File: src/rtl/addrgen_defs.svh
// Widths and bus limits of the vector address generator, included by its packages and RTL
`ifndef ADDRGEN_DEFS_SVH
`define ADDRGEN_DEFS_SVH

// Byte address width
`define ADDR_W 32

// Element count width of one vector request
`define LEN_W 16

// Data bus width in bytes and its base-two log
`define DATA_BYTES 8
`define DATA_BYTES_LOG 3

// Longest incrementing burst on the bus
`define MAX_BURST_BEATS 256

// Bursts never cross a page of 2**PAGE_BITS bytes
`define PAGE_BITS 12

`endif
File: src/rtl/axi_addr_pkg.sv
// Field types of the AR/AW address channels, referenced by scoped name from the burst splitter
`include "addrgen_defs.svh"

package axi_addr_pkg;

  // Beats minus one
  typedef logic [7:0] ax_len_t;

  // log2 of the bytes per beat
  typedef logic [2:0] ax_size_t;

  // Full bus width beat, used by every unit-stride burst
  localparam ax_size_t AX_SIZE_FULL = ax_size_t'(`DATA_BYTES_LOG);

  // Len field of a burst from its first to its last byte
  // Both bytes must lie within MAX_BURST_BEATS bus words
  function automatic ax_len_t burst_len(
    logic [`ADDR_W-1:0] first_byte,
    logic [`ADDR_W-1:0] last_byte
  );
    logic [`ADDR_W-1:0] first_word;
    logic [`ADDR_W-1:0] last_word;
    first_word = first_byte >> `DATA_BYTES_LOG;
    last_word  = last_byte >> `DATA_BYTES_LOG;
    // Bus words touched, minus one
    return ax_len_t'(last_word - first_word);
  endfunction

endpackage

File: src/rtl/vlsu_pkg.sv
// Types and helpers for vector memory requests, referenced by scoped name from the address generator
`include "addrgen_defs.svh"

package vlsu_pkg;

  // Element width, value is log2 of the bytes per element
  typedef enum logic [1:0] {
    EW8  = 2'd0,
    EW16 = 2'd1,
    EW32 = 2'd2,
    EW64 = 2'd3
  } vew_e;

  // Bit 1 selects store, bit 0 selects strided
  typedef enum logic [1:0] {
    OP_LOAD_UNIT     = 2'b00,
    OP_LOAD_STRIDED  = 2'b01,
    OP_STORE_UNIT    = 2'b10,
    OP_STORE_STRIDED = 2'b11
  } mem_op_e;

  typedef logic [`ADDR_W-1:0] addr_t;
  typedef logic [`LEN_W-1:0] vlen_t;
  // Byte stride, negative values walk downwards
  typedef logic signed [`ADDR_W-1:0] stride_t;

  function automatic logic is_load_op(mem_op_e op);
    return op inside {OP_LOAD_UNIT, OP_LOAD_STRIDED};
  endfunction

  function automatic logic is_unit_op(mem_op_e op);
    return op inside {OP_LOAD_UNIT, OP_STORE_UNIT};
  endfunction

  // Any low address bit set below the element size
  function automatic logic is_misaligned(addr_t addr, vew_e vew);
    return |(addr & ((addr_t'(1) << vew) - addr_t'(1)));
  endfunction

endpackage

File: src/rtl/addrgen_top.sv
// Top level of the vector address generator, joining the request checker and the burst splitter
`timescale 1ns/1ns

module addrgen_top (
  input  logic                   clk_i,
  input  logic                   rst_ni,
  // Vector memory requests
  input  logic                   req_valid_i,
  input  vlsu_pkg::mem_op_e      req_op_i,
  input  vlsu_pkg::addr_t        req_addr_i,
  input  vlsu_pkg::vlen_t        req_len_i,
  input  vlsu_pkg::stride_t      req_stride_i,
  input  vlsu_pkg::vew_e         req_vew_i,
  output logic                   req_ready_o,
  output logic                   ack_o,
  output logic                   error_o,
  // Read address channel
  output logic                   ar_valid_o,
  input  logic                   ar_ready_i,
  output vlsu_pkg::addr_t        ar_addr_o,
  output axi_addr_pkg::ax_len_t  ar_len_o,
  output axi_addr_pkg::ax_size_t ar_size_o,
  // Write address channel
  output logic                   aw_valid_o,
  input  logic                   aw_ready_i,
  output vlsu_pkg::addr_t        aw_addr_o,
  output axi_addr_pkg::ax_len_t  aw_len_o,
  output axi_addr_pkg::ax_size_t aw_size_o
);

  // Stage one to stage two
  logic              cmd_valid;
  logic              cmd_ready;
  logic              cmd_done;
  vlsu_pkg::mem_op_e cmd_op;
  vlsu_pkg::addr_t   cmd_addr;
  vlsu_pkg::vlen_t   cmd_len;
  vlsu_pkg::stride_t cmd_stride;
  vlsu_pkg::vew_e    cmd_vew;

  addrgen_req_check u_req_check (
    .clk_i        (clk_i),
    .rst_ni       (rst_ni),
    .req_valid_i  (req_valid_i),
    .req_op_i     (req_op_i),
    .req_addr_i   (req_addr_i),
    .req_len_i    (req_len_i),
    .req_stride_i (req_stride_i),
    .req_vew_i    (req_vew_i),
    .req_ready_o  (req_ready_o),
    .cmd_valid_o  (cmd_valid),
    .cmd_op_o     (cmd_op),
    .cmd_addr_o   (cmd_addr),
    .cmd_len_o    (cmd_len),
    .cmd_stride_o (cmd_stride),
    .cmd_vew_o    (cmd_vew),
    .cmd_ready_i  (cmd_ready),
    .cmd_done_i   (cmd_done),
    .ack_o        (ack_o),
    .error_o      (error_o)
  );

  addrgen_burst_split u_burst_split (
    .clk_i        (clk_i),
    .rst_ni       (rst_ni),
    .cmd_valid_i  (cmd_valid),
    .cmd_op_i     (cmd_op),
    .cmd_addr_i   (cmd_addr),
    .cmd_len_i    (cmd_len),
    .cmd_stride_i (cmd_stride),
    .cmd_vew_i    (cmd_vew),
    .cmd_ready_o  (cmd_ready),
    .cmd_done_o   (cmd_done),
    .ar_valid_o   (ar_valid_o),
    .ar_ready_i   (ar_ready_i),
    .ar_addr_o    (ar_addr_o),
    .ar_len_o     (ar_len_o),
    .ar_size_o    (ar_size_o),
    .aw_valid_o   (aw_valid_o),
    .aw_ready_i   (aw_ready_i),
    .aw_addr_o    (aw_addr_o),
    .aw_len_o     (aw_len_o),
    .aw_size_o    (aw_size_o)
  );

endmodule

File: src/rtl/addrgen_burst_split.sv
// Pipeline stage two that the top level uses to split held commands into AR or AW requests
`timescale 1ns/1ns
`include "addrgen_defs.svh"

module addrgen_burst_split (
  input  logic                   clk_i,
  input  logic                   rst_ni,
  // Command from stage one
  input  logic                   cmd_valid_i,
  input  vlsu_pkg::mem_op_e      cmd_op_i,
  input  vlsu_pkg::addr_t        cmd_addr_i,
  input  vlsu_pkg::vlen_t        cmd_len_i,
  input  vlsu_pkg::stride_t      cmd_stride_i,
  input  vlsu_pkg::vew_e         cmd_vew_i,
  output logic                   cmd_ready_o,
  output logic                   cmd_done_o,
  // Read address channel
  output logic                   ar_valid_o,
  input  logic                   ar_ready_i,
  output vlsu_pkg::addr_t        ar_addr_o,
  output axi_addr_pkg::ax_len_t  ar_len_o,
  output axi_addr_pkg::ax_size_t ar_size_o,
  // Write address channel
  output logic                   aw_valid_o,
  input  logic                   aw_ready_i,
  output vlsu_pkg::addr_t        aw_addr_o,
  output axi_addr_pkg::ax_len_t  aw_len_o,
  output axi_addr_pkg::ax_size_t aw_size_o
);

  // Last byte of the next unit-stride burst
  // Earliest of transfer end, burst length limit and page end
  function automatic vlsu_pkg::addr_t burst_end(
    vlsu_pkg::addr_t addr,
    vlsu_pkg::vlen_t rem,
    vlsu_pkg::vew_e  vew
  );
    vlsu_pkg::addr_t xfer_end;
    vlsu_pkg::addr_t word_addr;
    vlsu_pkg::addr_t beat_end;
    vlsu_pkg::addr_t page_end;
    vlsu_pkg::addr_t last;
    xfer_end  = addr + (vlsu_pkg::addr_t'(rem) << vew) - vlsu_pkg::addr_t'(1);
    word_addr = addr & ~vlsu_pkg::addr_t'(`DATA_BYTES - 1);
    beat_end  = word_addr + vlsu_pkg::addr_t'(`MAX_BURST_BEATS << `DATA_BYTES_LOG)
              - vlsu_pkg::addr_t'(1);
    page_end  = addr | vlsu_pkg::addr_t'((1 << `PAGE_BITS) - 1);
    last = xfer_end;
    if (beat_end < last) begin
      last = beat_end;
    end
    if (page_end < last) begin
      last = page_end;
    end
    return last;
  endfunction

  typedef enum logic [1:0] {
    IDLE,
    PLAN,
    REQUEST
  } state_e;

  state_e            state_q;
  state_e            state_d;

  // Current command
  vlsu_pkg::mem_op_e op_q;
  vlsu_pkg::stride_t stride_q;
  vlsu_pkg::vew_e    vew_q;
  vlsu_pkg::addr_t   addr_q;
  vlsu_pkg::addr_t   addr_d;
  vlsu_pkg::vlen_t   rem_q;
  vlsu_pkg::vlen_t   rem_d;
  vlsu_pkg::addr_t   end_q;
  vlsu_pkg::addr_t   end_d;

  logic                   is_load;
  logic                   is_unit;
  logic                   req_valid;
  logic                   ax_ready;
  logic                   xfer;
  vlsu_pkg::addr_t        next_word_addr;
  vlsu_pkg::addr_t        bytes_covered;
  vlsu_pkg::vlen_t        elems_covered;
  vlsu_pkg::vlen_t        unit_rem;
  axi_addr_pkg::ax_len_t  beat_len;
  axi_addr_pkg::ax_size_t beat_size;

  assign is_load = vlsu_pkg::is_load_op(op_q);
  assign is_unit = vlsu_pkg::is_unit_op(op_q);

  ////////////////////
  // Burst datapath
  ////////////////////

  // Next burst starts on the bus word after this one
  assign next_word_addr = ((end_q >> `DATA_BYTES_LOG) + vlsu_pkg::addr_t'(1))
                        << `DATA_BYTES_LOG;
  assign bytes_covered  = end_q - addr_q + vlsu_pkg::addr_t'(1);
  assign elems_covered  = vlsu_pkg::vlen_t'(bytes_covered >> vew_q);
  // Floor at zero
  assign unit_rem = (rem_q > elems_covered) ? (rem_q - elems_covered) : '0;

  // Strided beats are single elements
  assign beat_len  = is_unit ? axi_addr_pkg::burst_len(addr_q, end_q) : '0;
  assign beat_size = is_unit ? axi_addr_pkg::AX_SIZE_FULL
                             : axi_addr_pkg::ax_size_t'(vew_q);

  ////////////////////
  // Channel drive
  ////////////////////

  assign req_valid = (state_q == REQUEST);
  assign ax_ready  = is_load ? ar_ready_i : aw_ready_i;
  assign xfer      = req_valid && ax_ready;

  // Loads go to AR and stores to AW
  assign ar_valid_o = req_valid && is_load;
  assign aw_valid_o = req_valid && !is_load;

  assign ar_addr_o = addr_q;
  assign ar_len_o  = beat_len;
  assign ar_size_o = beat_size;
  assign aw_addr_o = addr_q;
  assign aw_len_o  = beat_len;
  assign aw_size_o = beat_size;

  assign cmd_ready_o = (state_q == IDLE);

  ////////////////////
  // FSM
  ////////////////////

  always_comb begin
    state_d    = state_q;
    addr_d     = addr_q;
    rem_d      = rem_q;
    end_d      = end_q;
    cmd_done_o = 1'b0;
    case (state_q)
      IDLE: begin
        // Load a new command
        addr_d = cmd_addr_i;
        rem_d  = cmd_len_i;
        if (cmd_valid_i) begin
          state_d = PLAN;
        end
      end
      PLAN: begin
        // First burst boundary
        end_d   = burst_end(addr_q, rem_q, vew_q);
        state_d = REQUEST;
      end
      REQUEST: begin
        if (xfer) begin
          if (is_unit) begin
            addr_d = next_word_addr;
            rem_d  = unit_rem;
            // Following burst boundary ready back to back
            end_d  = burst_end(addr_d, rem_d, vew_q);
          end else begin
            addr_d = addr_q + vlsu_pkg::addr_t'(stride_q);
            rem_d  = rem_q - vlsu_pkg::vlen_t'(1);
          end
          // Last bus request of the command
          if (rem_d == '0) begin
            cmd_done_o = 1'b1;
            state_d    = IDLE;
          end
        end
      end
      default: begin
        state_d = IDLE;
      end
    endcase
  end

  always_ff @(posedge clk_i or negedge rst_ni) begin
    if (!rst_ni) begin
      state_q <= IDLE;
    end else begin
      state_q <= state_d;
    end
  end

  always_ff @(posedge clk_i) begin
    addr_q <= addr_d;
    rem_q  <= rem_d;
    end_q  <= end_d;
    if (cmd_valid_i && cmd_ready_o) begin
      op_q     <= cmd_op_i;
      stride_q <= cmd_stride_i;
      vew_q    <= cmd_vew_i;
    end
  end

  ////////////////////
  // Assertions
  ////////////////////

  // Held request keeps its payload until taken
  ar_stable_a: assert property (@(posedge clk_i) disable iff (!rst_ni)
    ar_valid_o && !ar_ready_i |=> ar_valid_o && $stable({ar_addr_o, ar_len_o, ar_size_o}));

  aw_stable_a: assert property (@(posedge clk_i) disable iff (!rst_ni)
    aw_valid_o && !aw_ready_i |=> aw_valid_o && $stable({aw_addr_o, aw_len_o, aw_size_o}));

endmodule

File: src/rtl/addrgen_req_check.sv
// Stage one of the address generator: holds a request, checks alignment, forwards it or retires it
`timescale 1ns/1ns

module addrgen_req_check (
  input  logic              clk_i,
  input  logic              rst_ni,
  // Request side
  input  logic              req_valid_i,
  input  vlsu_pkg::mem_op_e req_op_i,
  input  vlsu_pkg::addr_t   req_addr_i,
  input  vlsu_pkg::vlen_t   req_len_i,
  input  vlsu_pkg::stride_t req_stride_i,
  input  vlsu_pkg::vew_e    req_vew_i,
  output logic              req_ready_o,
  // Command to stage two
  output logic              cmd_valid_o,
  output vlsu_pkg::mem_op_e cmd_op_o,
  output vlsu_pkg::addr_t   cmd_addr_o,
  output vlsu_pkg::vlen_t   cmd_len_o,
  output vlsu_pkg::stride_t cmd_stride_o,
  output vlsu_pkg::vew_e    cmd_vew_o,
  input  logic              cmd_ready_i,
  input  logic              cmd_done_i,
  // Acknowledge
  output logic              ack_o,
  output logic              error_o
);

  logic       hold_q;
  logic       done_pend_q;
  logic [1:0] inflight_q;
  logic       accept;
  logic       bad_addr;
  logic       empty_req;
  logic       retire_direct;
  logic       handover;

  // Held request
  always_ff @(posedge clk_i) begin
    if (accept) begin
      cmd_op_o     <= req_op_i;
      cmd_addr_o   <= req_addr_i;
      cmd_len_o    <= req_len_i;
      cmd_stride_o <= req_stride_i;
      cmd_vew_o    <= req_vew_i;
    end
  end

  // Take a new request only into an empty holder
  assign req_ready_o = !hold_q;
  assign accept      = req_valid_i && req_ready_o;

  assign bad_addr  = vlsu_pkg::is_misaligned(cmd_addr_o, cmd_vew_o);
  assign empty_req = (cmd_len_o == '0);

  // Retire here only once stage two is idle and its ack is out
  // This keeps acks in acceptance order
  assign retire_direct = hold_q && (bad_addr || empty_req) && cmd_ready_i
                      && !cmd_done_i && !done_pend_q;

  assign cmd_valid_o = hold_q && !bad_addr && !empty_req;
  assign handover    = cmd_valid_o && cmd_ready_i;

  // Done ack arrives one cycle late, never together with a direct one
  assign ack_o   = done_pend_q || retire_direct;
  assign error_o = retire_direct && bad_addr;

  always_ff @(posedge clk_i or negedge rst_ni) begin
    if (!rst_ni) begin
      hold_q      <= 1'b0;
      done_pend_q <= 1'b0;
      inflight_q  <= '0;
    end else begin
      done_pend_q <= cmd_done_i;
      if (accept) begin
        hold_q <= 1'b1;
      end else if (retire_direct || handover) begin
        hold_q <= 1'b0;
      end
      // Requests accepted but not yet acked
      if (accept && !ack_o) begin
        inflight_q <= inflight_q + 2'd1;
      end else if (!accept && ack_o) begin
        inflight_q <= inflight_q - 2'd1;
      end
    end
  end

  ////////////////////
  // Assertions
  ////////////////////

  // Every ack belongs to an earlier acceptance
  ack_owner_a: assert property (@(posedge clk_i) disable iff (!rst_ni)
    ack_o |-> (inflight_q != '0));

endmodule

File: config.mk
export PLATFORM = sky130hd
export DESIGN_NAME = addrgen_top
export DESIGN_NICKNAME = d
export VERILOG_FILES = /design/src/rtl/axi_addr_pkg.sv /design/src/rtl/vlsu_pkg.sv /design/src/rtl/addrgen_top.sv /design/src/rtl/addrgen_burst_split.sv /design/src/rtl/addrgen_req_check.sv
export VERILOG_INCLUDE_DIRS = /design/src /design/src/rtl
export SDC_FILE = /design/constraint.sdc
export NUM_CORES = 1
export LEC_CHECK = 0
export BUFFER_PORTS_ARGS = -buffer_cell sky130_fd_sc_hd__buf_2
export CAP_MARGIN = 20
export CORE_UTILIZATION = 60
export DETAILED_ROUTE_END_ITERATION = 8
export PLACE_DENSITY = 0.78
export SLEW_MARGIN = 15
export SYNTH_ARGS = -nofsm -noshare
export SYNTH_HDL_FRONTEND = slang
export SYNTH_SLANG_ARGS = --single-unit
export TNS_END_PERCENT = 50
File: constraint.sdc
create_clock -name clk_i -period 21.1 [get_ports clk_i]
set_input_delay 2.11 -clock clk_i [delete_from_list [all_inputs] [get_ports clk_i]]
set_output_delay 2.11 -clock clk_i [all_outputs]
set_load 0.01 [all_outputs]
==> results of run 1 <==
-- metrics by stage --
stage,hold slack [ns],area [µm²],util,setup WS [ns]
final,0.415,23600,0.661,6.02
after detailed placement,0.405,22800,0.638,6.33
after CTS,0.415,23600,0.661,6.26
after floorplan,0.400,21800,-,8.74
after global placement,0.402,22800,0.638,6.87
after global routing,0.422,23600,0.661,4.94
-- final cells by class --
class | instances | area [µm²]
Multi-Input combinational cell | 1885 | 14100
Fill cell | 2996 | 12100
Sequential cell | 204 | 6110
Timing Repair Buffer | 196 | 1030
Inverter | 244 | 916
Clock buffer | 34 | 658
Tap cell | 461 | 577
Clock inverter | 10 | 131
-- cell usage after synthesis (14+ instances only) --
library cell	instances	area [µm²]
nor3_1	53	265
nand2_1	150	563
o31ai_1	17	128
o21ai_0	101	505
a211oi_1	27	203
nor2_1	211	792
o21a_1	27	203
nor4_1	17	106
clkbuf_1	51	191
buf_4	46	345
nand2b_1	17	106
a21o_1	72	541
inv_1	240	901
nand3_1	52	260
and2_1	14	87.6
mux2i_1	63	631
nand4_1	30	188
o211ai_1	18	135
xnor2_1	140	1230
mux2_2	28	315
xor2_1	72	631
a21oi_1	202	1010
a31oi_1	23	144
and3_1	23	144
o21bai_1	19	143
edfxtp_1	200	6010
ha_1	296	3700
-- logic make-up (layout without fill, tap and decap cells) --
family	Yosys count	after routing	synth area share
AO/OA/AOI/OAI	631	631	0.190
XOR/XNOR	215	215	0.0876
adder cells (fa/ha/maj)	309	309	0.181
buffers and inverters	363	484	0.0719
flip-flops	204	204	0.281
multiplexers	100	100	0.0496
other	1	2	0.000172
AND/OR/NAND/NOR	628	628	0.139
-- sequential cells by signal, summed over array words and instances, names as in the netlist --
name	count
u_burst_split.rem_q	16
u_req_check.cmd_stride_o	32
u_burst_split.ar_addr_o	32
u_req_check.cmd_addr_o	32
u_burst_split.op_q	2
u_burst_split.stride_q	32
u_req_check.cmd_op_o	2
u_burst_split.end_q	32
u_burst_split.vew_q	2
u_req_check.cmd_vew_o	2
u_req_check.cmd_len_o	16
u_req_check.hold_q	1
u_burst_split.state_q	2
u_req_check.done_pend_q	1
-- final timing paths --
kind	to	slack, ns	depth (start not counted)
setup / recovery	u_burst_split.end_q[3]$_DFFE_PP_	6.02	54
hold / removal	u_burst_split.stride_q[23]$_DFFE_PP_	0.41	0
setup reg to reg	u_burst_split.end_q[3]$_DFFE_PP_	6.02	54
hold reg to reg	u_burst_split.stride_q[23]$_DFFE_PP_	0.41	0
max in group asynchronous	u_burst_split.state_q[1]$_DFFE_PN0P_	19.63	1
min in group asynchronous	u_req_check.hold_q$_DFFE_PN0P_	1.36	1
-- cells in the final DEF (no fill, tap or decap), drive strengths merged, types with 9 or more instances in the layout --
cell type  Yosys  routed
a2111oi       11      11
a211o          9       9
a211oi        27      27
a21boi         9       9
a21o          72      72
a21oi        202     202
a221oi        11      11
a22oi         11      11
a311o         10      10
a31oi         23      23
and2          14      14
and3          23      23
buf           68     196
clkbuf        51      34
edfxtp       200     200
fa            11      11
ha           296     296
inv          242     246
mux2          35      35
mux2i         64      64
nand2        150     150
nand2b        17      17
nand3         56      56
nand4         31      31
nor2         212     212
nor2b         11      11
nor3          55      55
nor4          20      20
o211ai        19      19
o21a          27      27
o21ai        102     102
o21bai        19      19
o31ai         17      17
or3           13      13
xnor2        141     141
xor2          74      74
-- critical path, delay by kind of cell (launching register included) --
kind,cells,cell delay [ns]
mux,4,1.07
compound gates,28,7.27
flops,1,0.69
buf+inv,2,0.11
simple gates,11,3.00
fa+ha+maj,8,2.40
xor+xnor,1,0.18
-- routing by layer --
metal,up-vias,part of all wire,global-route usage
li1,9077,-,-
met1,9070,0.40,0.420
met2,810,0.48,0.599
met3,206,0.067,0.0453
met4,2,0.057,0.185
met5,-,0.00020,0
==> results.txt, run 1 <==
----------------------------------------------------
[Run status]
  Status ... complete, but fails checks
  Failing checks ... design-rule violations

[Critical path]
  Kind of critical path ... flip-flop to flip-flop
  Required time worst endpoint ... 21.37 ns
  Origin of the worst setup path ... u_burst_split.end_q[3]$_DFFE_PP_
  Peak fanout along the critical path ... 33
  Cell with the largest stage delay on the worst path ... a21boi_4
  Nature of the critical path startpoint ... flip-flop
  Worst Path Arrival ... between 15 and 20 ns
  CP peak stage delay ... ~0.78 ns
  Critical Path Most Common Cell ... a21o_1
  Critical Path End Type ... flip-flop
  Startpoint of the most critical register-to-register path ... u_burst_split.end_q[3]$_DFFE_PP_

[Final layout]
  Count of nets after finishing ... 2951
  Synth-to-layout area growth ... 8.26%
  Layout cells sized above 1 ... 0.119
  Total inserted antenna cells ... 0
  Non-filler instance count after layout ... 3034

[GRT]
  Pin count of the biggest net entering global routing ... 70
  Via count of the first global-routing pass ... about 18000
  Final global-route overflow total ... 0
  Global-route wire length before repair ... 99.0 mm
  Global-route total usage across every layer ... 0.347
  Number of antenna violations at the first check in global routing ... 1

[STA]
  Setup repair after global routing missed its margin ... false
  Transition time at the pin with the least slew margin ... 1.13 ns
  Final critical delay including setup and external delays ... ~15 ns
  Number of hold violations in the final report ... 0
  Period utilization ... 0.715
  Setup total negative slack ... 0 ns
  Setup Skew ... 0.0322 ns
  Fmax achieved ... 66.3 MHz
  Max Slew Vio Count ... 0
  Final setup vio count ... 0
  Max-slew headroom at the worst pin ... 0.242

[Synth]
  Share of async-settable or async-resettable flops after synthesis ... 0.0196
  Number of enable-type register cells in the synthesized netlist ... 200
  Mean instance size in the synthesized netlist ... 8.88 µm²
  Sequential cell area fraction in the yosys report ... 0.281
  Synthesized netlist cell count ... 2451
  Number of synthesized register bits ... 204
  Post-synthesis instance area ... between 20000 and 25000 µm²
  Synthesis Warnings ... 0
  Synth cell types ... 99
  Main synth FF type ... edfxtp_1

[Min path]
  Worst hold start ... u_req_check.cmd_stride_o[23]$_DFFE_PP_
  Path type of the worst min-delay path ... flip-flop to flip-flop

[Drt]
  Number of nets with antenna violations after routing ... 0
  Total Wirelength ... 64.7 mm
  Number of iterations in the first detailed-routing pass ... 8
  Ratio of routed vias to standard cells ... around 6.3
  Initial detailed-routing violation count ... approximately 1500
  Remaining routing DRC violations ... 18
  Wire length per cell ... between 20 and 25 µm
  Total via count in the routed design ... roughly 19000

[Floorplanning]
  Number of rows created at floorplan ... between 60 and 70
  Boundary pin count ... 180
  Core area ... 35700 µm²
  Total die area ... 37000 µm²
  Die span in x ... 192 µm
  Die H ... 192 µm
  Initial cell density of the core ... 0.610

[Clocking]
  Post-cts repair resize count ... 0
  CTS root buffer ... clkbuf_16
  H-Tree Level Count ... 1
  Clock transition at the registers of the reported paths ... 0.07 ns
  Clock Tree Buf Depth ... 3
  Total CTS buffers ... 24
  CTS Sinks ... roughly 200
  Setup repair bufs after CTS ... 0
  Number of hold-repair buffers added at the cts stage ... 0
  Clock tree from TritonCTS ... yes
  Later-pin clock latency in the skew report ... 0.57 ns

[Place]
  Final HPWL DP ... slightly above 50 mm
  Cell count after placement ... 2990
  IO buf count ... 177
  Final GP Congestion ... 0.996

[Job]
  Max Cap Violations ... 0

----------------------------------------------------
Power of run 1 is left out: the tool's default activity adds up to more than one toggle a clock period on the data nets, which glitch-free logic cannot reach.
==> inputs of run 2 (changes only) <==
clock period = 15.1 ns   (was 21.1 ns; I/O delays follow)
==> results.txt, run 2 (synthesized netlist as in run 1, its figures left out) <==
----------------------------------------------------
[Run status]
  Status ... complete, but fails checks
  Failing checks ... design-rule violations

[GRT]
  Global-route wire length before repair ... approximately 100 mm
  Via count of the first global-routing pass ... roughly 18000
  Final global-route overflow total ... 0
  Number of antenna violations at the first check in global routing ... 0
  Pin count of the biggest net entering global routing ... 67
  Global-route total usage across every layer ... 0.348

[Place]
  IO buf count ... 177
  Placed Area ... 22800 µm²
  Final GP Congestion ... 0.978
  Pre-CTS WS ... 0.896 ns
  Final HPWL DP ... approximately 50 mm

[Final layout]
  Post-route cell area ... about 24000 µm²
  Total inserted antenna cells ... 0
  Highest-count cells in the layout ignoring fill and taps ... 295 x ha_1, 240 x inv_1, 210 x nor2_1
  Layout cells sized above 1 ... 0.121
  Fill cell count ... 3023
  Synth-to-layout area growth ... 8.38%
  Count of nets after finishing ... about 3000
  Leading cell type in the layout, fill and taps excluded ... ha_1

[Floorplanning]
  Core area ... between 30000 and 40000 µm²
  Die H ... 192 µm
  Initial cell density of the core ... 0.610
  Die span in x ... 192 µm
  Boundary pin count ... 180
  Total die area ... 37000 µm²
  Number of rows created at floorplan ... 69

[Clocking]
  Clock Tree Buf Depth ... 3
  Number of hold-repair buffers added at the cts stage ... 0
  CTS root buffer ... clkbuf_16
  Post-cts repair resize count ... 0
  Clock tree from TritonCTS ... yes
  Total CTS buffers ... 24
  CTS Sinks ... slightly above 200
  Later-pin clock latency in the skew report ... 0.55 ns
  Clock transition at the registers of the reported paths ... about 0.06 ns
  Setup repair bufs after CTS ... 0
  H-Tree Level Count ... 1

[Critical path]
  CP peak stage delay ... 0.55 ns
  Cell with the largest stage delay on the worst path ... a2111oi_0
  Nature of the critical path startpoint ... flip-flop
  Required time worst endpoint ... 15.38 ns
  Peak fanout along the critical path ... 33
  CP top delay family ... compound AO/OA/AOI/OAI gates
  Kind of critical path ... flip-flop to flip-flop
  Critical Path End Type ... flip-flop
  Worst Path Arrival ... 14.46 ns
  Buffers & Inverters on Critical Path ... 6

[Drt]
  Ratio of routed vias to standard cells ... 6.26
  Total Wirelength ... 64.1 mm
  Initial detailed-routing violation count ... 1646
  Post-route met1 wirelength ... 26.5 mm
  Sum of met2 wire segment lengths after detailed routing ... 31.0 mm
  Number of iterations in the first detailed-routing pass ... 7
  Number of nets with antenna violations after routing ... 0
  Total via count in the routed design ... approximately 19000
  Wire length per cell ... 21.1 µm
  Top layer in use ... met4
  Detail Route met3 WL ... 3.69 mm
  Remaining routing DRC violations ... 23

[STA]
  Max-slew headroom at the worst pin ... 0.338
  Max Slew Vio Count ... 0
  Fmax achieved ... 70.5 MHz
  Period utilization ... 0.939
  Number of hold violations in the final report ... 0
  Final critical delay including setup and external delays ... 14.18 ns
  Final worst-path setup slack ... 0.922 ns
  Setup repair after global routing missed its margin ... false
  Transition time at the pin with the least slew margin ... 0.992 ns
  Setup total negative slack ... 0 ns
  Final setup vio count ... 0
  Setup Skew ... 0.0157 ns

[Job]
  Max Cap Violations ... 0

[Min path]
  Path type of the worst min-delay path ... flip-flop to flip-flop

----------------------------------------------------
-- run 2: changes by cell type in the layout (fill, tap and decap cells not counted), moves of 2 or more --
cell,previous run,this run
clkbuf_1,8,5
clkinv_1,2,7
buf_4,19,24
clkbuf_8,2,0
-- run 2: worst paths after layout --
kind	startpoint	to	slack, ns	cells after the start
worst max-delay path	u_burst_split.ar_addr_o[3]$_DFFE_PP_	u_burst_split.end_q[1]$_DFFE_PP_	0.92	56
worst min-delay path	u_req_check.cmd_stride_o[20]$_DFFE_PP_	u_burst_split.stride_q[20]$_DFFE_PP_	0.41	0
worst max register to register	u_burst_split.ar_addr_o[3]$_DFFE_PP_	u_burst_split.end_q[1]$_DFFE_PP_	0.92	56
worst min register to register	u_req_check.cmd_stride_o[20]$_DFFE_PP_	u_burst_split.stride_q[20]$_DFFE_PP_	0.41	0
max in group asynchronous	rst_ni	u_req_check.hold_q$_DFFE_PN0P_	14.23	1
min in group asynchronous	rst_ni	u_req_check.done_pend_q$_DFF_PN0_	0.75	1
-- run 2: layout make-up --
type / instances / area [µm²] / share of cell area
clock inverter: 14 / 113 / 0.00478
inverter: 244 / 916 / 0.0388
multi-input combinational: 1885 / 14200 / 0.600
tap: 461 / 577 / 0.0245
timing repair buffer: 201 / 1070 / 0.0452
clock buffer: 30 / 644 / 0.0273
sequential: 204 / 6110 / 0.259
-- run 2: routing by layer --
metal	GRT usage	up-vias
met5	0	-
met4	0.154	0
met3	0.0364	154
met2	0.607	744
met1	0.433	9047
li1	-	9080
-- run 2: worst register-to-register path, delay by kind of cell (launching register included) --
| family | cells | cell delay, ns |
|---|---|---|
| multiplexers | 3 | 0.87 |
| XOR/XNOR | 2 | 0.33 |
| AND/OR/NAND/NOR | 12 | 2.47 |
| flip-flops | 1 | 0.49 |
| buffers and inverters | 6 | 0.85 |
| adder cells (fa/ha/maj) | 8 | 2.56 |
| AO/OA/AOI/OAI | 25 | 6.37 |
-- run 2: metrics by stage --
stage,utilization,hold WS (ns),std cells
floorplan,-,0.400,2452
global placement,0.640,0.402,2995
detailed placement,0.640,0.405,2995
CTS,0.661,0.415,3039
global route,0.661,0.417,3039
finish,0.661,0.412,3039
Power of run 2 is left out for the same reason.
